--- src/uart_pkg.sv ---
/*
  Shared UART constants for a fixed 8N1 frame. Clock and baud are fixed at build time, and
  clk_freq must be an exact multiple of baud_rate with at least four cycles per bit
*/
`default_nettype none

package uart_pkg;

  // system clock in Hz, kept low so that a frame is short in simulation
  localparam int clk_freq = 1_600_000;

  // serial line rate in bits per second
  localparam int baud_rate = 100_000;

  // clock cycles per bit on the line (16 at the rates above)
  localparam int bit_time = clk_freq / baud_rate;

  // cycles from start-bit detection to the centre of the start bit
  localparam int half_bit_time = bit_time / 2;

  // payload bits per frame, no parity and a single stop bit follow them
  localparam int data_bits = 8;

  // width of the per-bit down-counter, which counts from bit_time-1 to 0
  localparam int bit_cnt_w = $clog2(bit_time);

  // width of the index that walks the data bits of a frame
  localparam int bit_idx_w = $clog2(data_bits);

  // receiver states, one-hot so that each state is a single flop
  typedef enum logic [4:0] {
    rx_idle        = 5'b00001,
    rx_start_bit   = 5'b00010,
    rx_data_bits   = 5'b00100,
    rx_stop_bit    = 5'b01000,
    rx_wait_go_low = 5'b10000
  } rx_state_t;

  // transmitter states, binary coded
  typedef enum logic [1:0] {
    tx_idle      = 2'd0,
    tx_start_bit = 2'd1,
    tx_data_bits = 2'd2,
    tx_stop_bit  = 2'd3
  } tx_state_t;

endpackage

`default_nettype wire
--- src/uart_top.sv ---
/*
  UART subsystem top with one receiver and one transmitter on separate pins.
  Pure wiring adds no cycles, and loopback, if wanted, is made outside this block
*/
`timescale 1ns/1ps
`default_nettype none

module uart_top (
  input  logic                           clk,
  input  logic                           rst_n,
  // receive side, rx is the serial input pin
  input  logic                           rx,
  input  logic                           go,
  output logic [uart_pkg::data_bits-1:0] rx_data,
  output logic                           rx_ready,
  // transmit side, tx is the serial output pin
  input  logic                           tx_start,
  input  logic [uart_pkg::data_bits-1:0] tx_data,
  output logic                           tx,
  output logic                           tx_busy
);

  // the receiver owns its own synchronizer, so rx goes straight in
  uart_rx uart_rx_inst (
    .clk   (clk),
    .rst_n (rst_n),
    .rx    (rx),
    .go    (go),
    .data  (rx_data),
    .dr    (rx_ready)
  );

  // tx_start is a single-cycle strobe and tx_busy reports the frame in progress
  uart_tx uart_tx_inst (
    .clk      (clk),
    .rst_n    (rst_n),
    .tx_start (tx_start),
    .tx_data  (tx_data),
    .tx       (tx),
    .busy     (tx_busy)
  );

endmodule

`default_nettype wire

--- src/uart_tx.sv ---
/*
  8N1 transmitter. A tx_start pulse is taken only while busy is low, and a pulse during a
  frame is dropped, not queued. busy stays high for exactly ten bit times per frame
*/
`timescale 1ns/1ps
`default_nettype none

module uart_tx (
  input  logic                           clk,
  input  logic                           rst_n,
  input  logic                           tx_start,
  input  logic [uart_pkg::data_bits-1:0] tx_data,
  output logic                           tx,
  output logic                           busy
);

  import uart_pkg::*;

  tx_state_t             state;
  logic [bit_cnt_w-1:0]  bit_cnt;
  logic [bit_idx_w-1:0]  bit_idx;

  // holds the bits not yet sent, and bit 0 is always the next one out
  logic [data_bits-1:0]  shift_q;

  // loads on the taking edge and drops one bit as each start or data bit ends
  always_ff @(posedge clk) begin
    if (state == tx_idle && tx_start) begin
      shift_q <= tx_data;
    end else if (state != tx_idle && state != tx_stop_bit && bit_cnt == '0) begin
      shift_q <= shift_q >> 1;
    end
  end

  // tx is a flop, so the line changes only on clock edges and never glitches
  always_ff @(posedge clk or negedge rst_n) begin
    if (!rst_n) begin
      state   <= tx_idle;
      bit_cnt <= '0;
      bit_idx <= '0;
      tx      <= 1'b1;
      busy    <= 1'b0;
    end else begin
      case (state)

        tx_idle: begin
          // the taking edge starts the start bit and raises busy at once
          if (tx_start) begin
            tx      <= 1'b0;
            busy    <= 1'b1;
            bit_idx <= '0;
            bit_cnt <= bit_cnt_w'(bit_time - 1);
            state   <= tx_start_bit;
          end
        end

        tx_start_bit: begin
          if (bit_cnt == '0) begin
            // first data bit goes out as the start bit ends
            tx      <= shift_q[0];
            bit_cnt <= bit_cnt_w'(bit_time - 1);
            state   <= tx_data_bits;
          end else begin
            bit_cnt <= bit_cnt - 1'b1;
          end
        end

        tx_data_bits: begin
          if (bit_cnt == '0) begin
            bit_cnt <= bit_cnt_w'(bit_time - 1);
            if (bit_idx == bit_idx_w'(data_bits - 1)) begin
              // last data bit is done and the line goes high for the stop bit
              tx      <= 1'b1;
              bit_idx <= '0;
              state   <= tx_stop_bit;
            end else begin
              tx      <= shift_q[0];
              bit_idx <= bit_idx + 1'b1;
            end
          end else begin
            bit_cnt <= bit_cnt - 1'b1;
          end
        end

        tx_stop_bit: begin
          // busy falls on the same edge that returns the FSM to idle
          if (bit_cnt == '0) begin
            busy  <= 1'b0;
            state <= tx_idle;
          end else begin
            bit_cnt <= bit_cnt - 1'b1;
          end
        end

        default: begin
          tx    <= 1'b1;
          busy  <= 1'b0;
          state <= tx_idle;
        end

      endcase
    end
  end

endmodule

`default_nettype wire

--- src/uart_rx.sv ---
/*
  8N1 receiver with a level handshake. No start, stop or parity checks and no error recovery.
  Frames that arrive while go is low, or while dr waits for go to fall, are lost
*/
`timescale 1ns/1ps
`default_nettype none

module uart_rx (
  input  logic                           clk,
  input  logic                           rst_n,
  input  logic                           rx,
  input  logic                           go,
  output logic [uart_pkg::data_bits-1:0] data,
  output logic                           dr
);

  import uart_pkg::*;

  // the line is asynchronous to clk, so it passes two flops before the FSM sees it
  logic rx_meta;
  logic rx_s;

  rx_state_t             state;
  logic [bit_cnt_w-1:0]  bit_cnt;
  logic [bit_idx_w-1:0]  bit_idx;

  // both flops reset high because the idle line is high
  always_ff @(posedge clk or negedge rst_n) begin
    if (!rst_n) begin
      rx_meta <= 1'b1;
      rx_s    <= 1'b1;
    end else begin
      rx_meta <= rx;
      rx_s    <= rx_meta;
    end
  end

  // the down-counter reloads with one tick less than the interval
  // because the cycle that switches state already counts as the first tick
  always_ff @(posedge clk or negedge rst_n) begin
    if (!rst_n) begin
      state   <= rx_idle;
      bit_cnt <= '0;
      bit_idx <= '0;
      data    <= '0;
      dr      <= 1'b0;
    end else begin
      case (state)

        rx_idle: begin
          // only an armed receiver takes a falling line as a start bit
          if (go && !rx_s) begin
            bit_idx <= '0;
            bit_cnt <= bit_cnt_w'(half_bit_time - 1);
            state   <= rx_start_bit;
          end
        end

        rx_start_bit: begin
          // at the start-bit centre, so every later sample lands mid-bit
          if (bit_cnt == '0) begin
            bit_cnt <= bit_cnt_w'(bit_time - 1);
            state   <= rx_data_bits;
          end else begin
            bit_cnt <= bit_cnt - 1'b1;
          end
        end

        rx_data_bits: begin
          if (bit_cnt == '0) begin
            // bits arrive LSB first, so the index is the bit position
            data[bit_idx] <= rx_s;
            bit_cnt       <= bit_cnt_w'(bit_time - 1);
            bit_idx       <= bit_idx + 1'b1;
            // bit_idx still holds the old value here, so the last bit shows as data_bits-1
            if (bit_idx == bit_idx_w'(data_bits - 1)) begin
              bit_idx <= '0;
              state   <= rx_stop_bit;
            end
          end else begin
            bit_cnt <= bit_cnt - 1'b1;
          end
        end

        rx_stop_bit: begin
          // the stop bit is timed but its level is not checked
          if (bit_cnt == '0) begin
            dr    <= 1'b1;
            state <= rx_wait_go_low;
          end else begin
            bit_cnt <= bit_cnt - 1'b1;
          end
        end

        rx_wait_go_low: begin
          // data and dr hold until the host drops go, then both clear together
          if (!go) begin
            data  <= '0;
            dr    <= 1'b0;
            state <= rx_idle;
          end
        end

        default: begin
          // a corrupted one-hot word falls back to idle with the outputs cleared
          data  <= '0;
          dr    <= 1'b0;
          state <= rx_idle;
        end

      endcase
    end
  end

endmodule

`default_nettype wire

--- config.mk ---
export PLATFORM = sky130hd
export DESIGN_NAME = uart_top
export DESIGN_NICKNAME = d
export VERILOG_FILES = /design/src/uart_pkg.sv /design/src/uart_top.sv /design/src/uart_tx.sv /design/src/uart_rx.sv
export SDC_FILE = /design/constraint.sdc
export NUM_CORES = 1
export LEC_CHECK = 0
export BUFFER_PORTS_ARGS = -buffer_cell sky130_fd_sc_hd__buf_2
export CELL_PAD_IN_SITES_DETAIL_PLACEMENT = 0
export CELL_PAD_IN_SITES_GLOBAL_PLACEMENT = 1
export CORE_ASPECT_RATIO = 1.25
export CORE_UTILIZATION = 45
export CTS_BUF_LIST = sky130_fd_sc_hd__clkbuf_16
export CTS_CLUSTER_SIZE = 20
export DETAILED_ROUTE_END_ITERATION = 10
export PLACE_DENSITY_LB_ADDON = 0.1
export SLEW_MARGIN = 30
export SYNTH_ARGS = -nofsm -noshare
export SYNTH_HDL_FRONTEND = slang
export SYNTH_HIERARCHICAL = 1
export SYNTH_SLANG_ARGS = --single-unit
--- constraint.sdc ---
create_clock -name clk -period 2.9 [get_ports clk]
set_input_delay 0.435 -clock clk [delete_from_list [all_inputs] [get_ports clk]]
set_output_delay 0.435 -clock clk [all_outputs]
set_load 0.005 [all_outputs]
==> results by group <==
Status
  – Status: finished clean

Synth
  – Post-synth EDFFs: 8
  – FF+latch count, synth: 42
  – Syn Area/Cell: 10.2 sq um
  – Seq/Total Area, Yosys: 0.439
  – Cell taking the most area after synthesis: dfrtp_1
  – Top-area cell type share of the netlist area: 0.301
  – Synthesized area: 2500 sq um
  – Synth warn: 6
  – Synth area leaders: dfrtp_1 (30%), edfxtp_1 (9.6%), ha_1 (6.0%), dfstp_2 (4.2%), o31ai_1 (3.3%)
  – Syn Nets: 269
  – Asr flop ratio synth: 0.810
  – Mapped Cells: 244
  – Count of cell types in the netlist: 59
  – Most used DFF post-synth: dfrtp_1

Min path
  – Hold Crit Class: primary input to asynchronous set/reset pin

Power
  – Cell Pwr Density: 909 nW/um^2
  – Leak: 1.23 nW
  – Peak VDD IR: 490 uV

GRT
  – Vias in the first global route: 1,863
  – Remaining Overflow, GRT: 0
  – Global-route wire length before repair: 8480 microns
  – Largest net degree at the start of global routing: 35
  – Initial antenna violation count: 0
  – GRT Util Overall: 0.195

STA
  – Hold WS: 0.232 ns
  – Clk_skew: 0.00392 ns
  – RSZ-0062 raised after global routing: false
  – Slew headroom: 0.486
  – Clock period minus worst slack: 2.22 ns
  – Max-slew violations: 0
  – Final setup viols: 0
  – Fmax: 0.450 GHz
  – Setup TNS: 0 ns
  – Final period utilization: 0.766
  – Final hold vios: 0
  – Worst Max-Slew Pin Slew: 0.771 ns

Worst setup path
  – Cells on worst reg2reg path: 4
  – Cell Chain, Critical Path: or4b_4, o311a_1, or4_4, mux2_4
  – Reg-to-reg slack, setup: 0.68 ns
  – CP max stage cell: or4b_4
  – Crit. End Element: flip-flop
  – Worst-path fanout max: 17
  – Critical Path RT: 3.06 ns
  – Arrival time worst endpoint: 2.38 ns
  – Crit path from: uart_rx_inst/state[3]
  – R2R Path End: uart_rx_inst/bit_cnt[1]
  – Crit Path Category: flip-flop to flip-flop
  – R2R Path Start: uart_rx_inst/state[3]
  – CP max stage delay: 0.62 ns
  – CP Capture Point: uart_rx_inst/bit_cnt[1]
  – CP startpoint kind: flip-flop

CTS
  – H-tree depth: 2
  – Cts repair resizes: 0
  – Setup repair bufs after CTS: 0
  – CTS Root Cell: clkbuf_16
  – Hold bufs inserted after CTS: 0
  – CTS tree: done
  – Max Root-Sink Buffers: 2
  – Clock Sinks: 42
  – CTS buffer count: 5
  – Reg clk slew, reported paths: 0.06 ns
  – Latest clock arrival within the worst-skew pair: 0.28 ns

Place
  – Gpl congestion: 0.770
  – Inst Count DP: 319
  – DP Wirelength: 3690 microns
  – Port buffer count: 23

Finish
  – Commonest non-fill, non-tap cell in the layout: dfrtp_1
  – Most frequent cells in the layout: dfrtp_1 (30), buf_2 (23), nor2_1 (16)
  – Share of cells above drive strength 1: 0.223
  – Final non-filler cell total: 327
  – Ant diodes: 0
  – P&R area growth vs syn: 13.5%
  – Nets: 289

Detailed routing
  – Via Count: 1,938
  – Pre-antenna DRT Iters: 4
  – DRC viols: 0
  – Via/cell ratio: 5.93
  – Antenna Nets Post-Route: 0
  – Routed wire length: 5140 microns
  – Avg WL per Cell: 15.7 microns
  – Iter 0 DRT Violations: 71

Floorplan
  – Die H: 85.3 microns
  – Core Rows: 29
  – Starting Density: 0.478
  – Core area: 5230 sq um
  – Die Area: 5850 sq um
  – I/O pins: 24
  – Die Span X: 68.6 microns

Job
  – Max-Cap Viols: 0
-- cell families (layout without fill, tap and decap cells) --
| logic type | count (synthesis) | after routing | synth area share |
|---|---|---|---|
| multiplexers | 10 | 10 | 0.0481 |
| buffers and inverters | 22 | 43 | 0.0411 |
| AO/OA/AOI/OAI | 80 | 80 | 0.221 |
| flip-flops | 42 | 42 | 0.439 |
| XOR/XNOR | 5 | 5 | 0.0175 |
| AND/OR/NAND/NOR | 72 | 72 | 0.169 |
| adder cells (fa/ha/maj) | 13 | 13 | 0.0641 |
-- cells in the mapped netlist (all sizes together) (3+ instances only) --
cell type and n:
dfrtp 30, nor2 16, a21oi 15, nand2 15, o21ai 15, ha 12
o31ai 11, inv 10, mux2 10, a31oi 9, edfxtp 8, buf 7
nand2b 7, nor3 7, clkbuf 5, dfstp 4, nand3 4, o21a 4
a21o 3, a22oi 3, o211ai 3, o2bb2ai 3, or3b 3, xor2 3
-- power breakdown --
part / internal [mW] / switching, mW
Combinational: 0.428 / 0.524
Sequential: 0.760 / 0.143
Clock: 0.495 / 0.227
Total: 1.68 / 0.895
-- per-layer routing --
layer / GRT usage / wire length [microns] / up-vias
met5: 0 / 0 / -
met4: 0.0663 / 67 / 0
met3: 0.0538 / 154 / 8
met2: 0.340 / 2670 / 32
met1: 0.221 / 2250 / 938
li1: - / - / 960
-- how the worst min path moves through the flow --
| stage | slack, ns | end |
|---|---|---|
| 3_5_place_dp | 0.35 | uart_rx_inst/rx_s |
| 4_1_cts | 0.25 | uart_rx_inst/rx_meta |
| 2_1_floorplan | 0.14 | uart_rx_inst/bit_cnt[0] |
| 6_report | 0.23 | uart_tx_inst/bit_cnt[2] |
| 3_3_place_gp | 0.35 | uart_rx_inst/rx_s |
| 5_1_grt | 0.24 | uart_rx_inst/rx_meta |
-- sequential cells by signal (all words and copies together) (netlist names), 2 cells and up --
register	count
uart_rx_inst/bit_cnt	4
uart_tx_inst/shift_q	8
uart_tx_inst/bit_cnt	4
uart_rx_inst/data	8
uart_tx_inst/state	2
uart_tx_inst/bit_idx	3
uart_rx_inst/bit_idx	3
uart_rx_inst/state	5
-- critical path, delay by kind of cell, from the launching register on --
| family | cells | cell delay (ns) |
|---|---|---|
| flops | 1 | 0.57 |
| simple gates | 2 | 1.08 |
| mux | 1 | 0.31 |
| compound gates | 1 | 0.15 |
-- through the flow --
step	setup slack (ns)	util	cell area (sq um)	total power, mW
6_report	0.679	0.542	2830	2.58
5_1_grt	0.579	0.542	2830	2.77
4_1_cts	0.689	0.542	2830	2.61
3_5_place_dp	0.690	0.505	2640	1.87
3_3_place_gp	0.718	0.505	2640	1.86
2_1_floorplan	0.887	-	2500	1.67
-- area by class of cell --
cell class                      instances  area [sq um]
Tap cell                               62          77.6
Inverter                               10          37.5
Clock buffer                            5           125
Timing Repair Buffer                   25           130
Multi-Input combinational cell        180          1300
Clock inverter                          3          68.8
Fill cell                             507          2390
Sequential cell                        42          1100
Power figures use the tool's default switching activity.
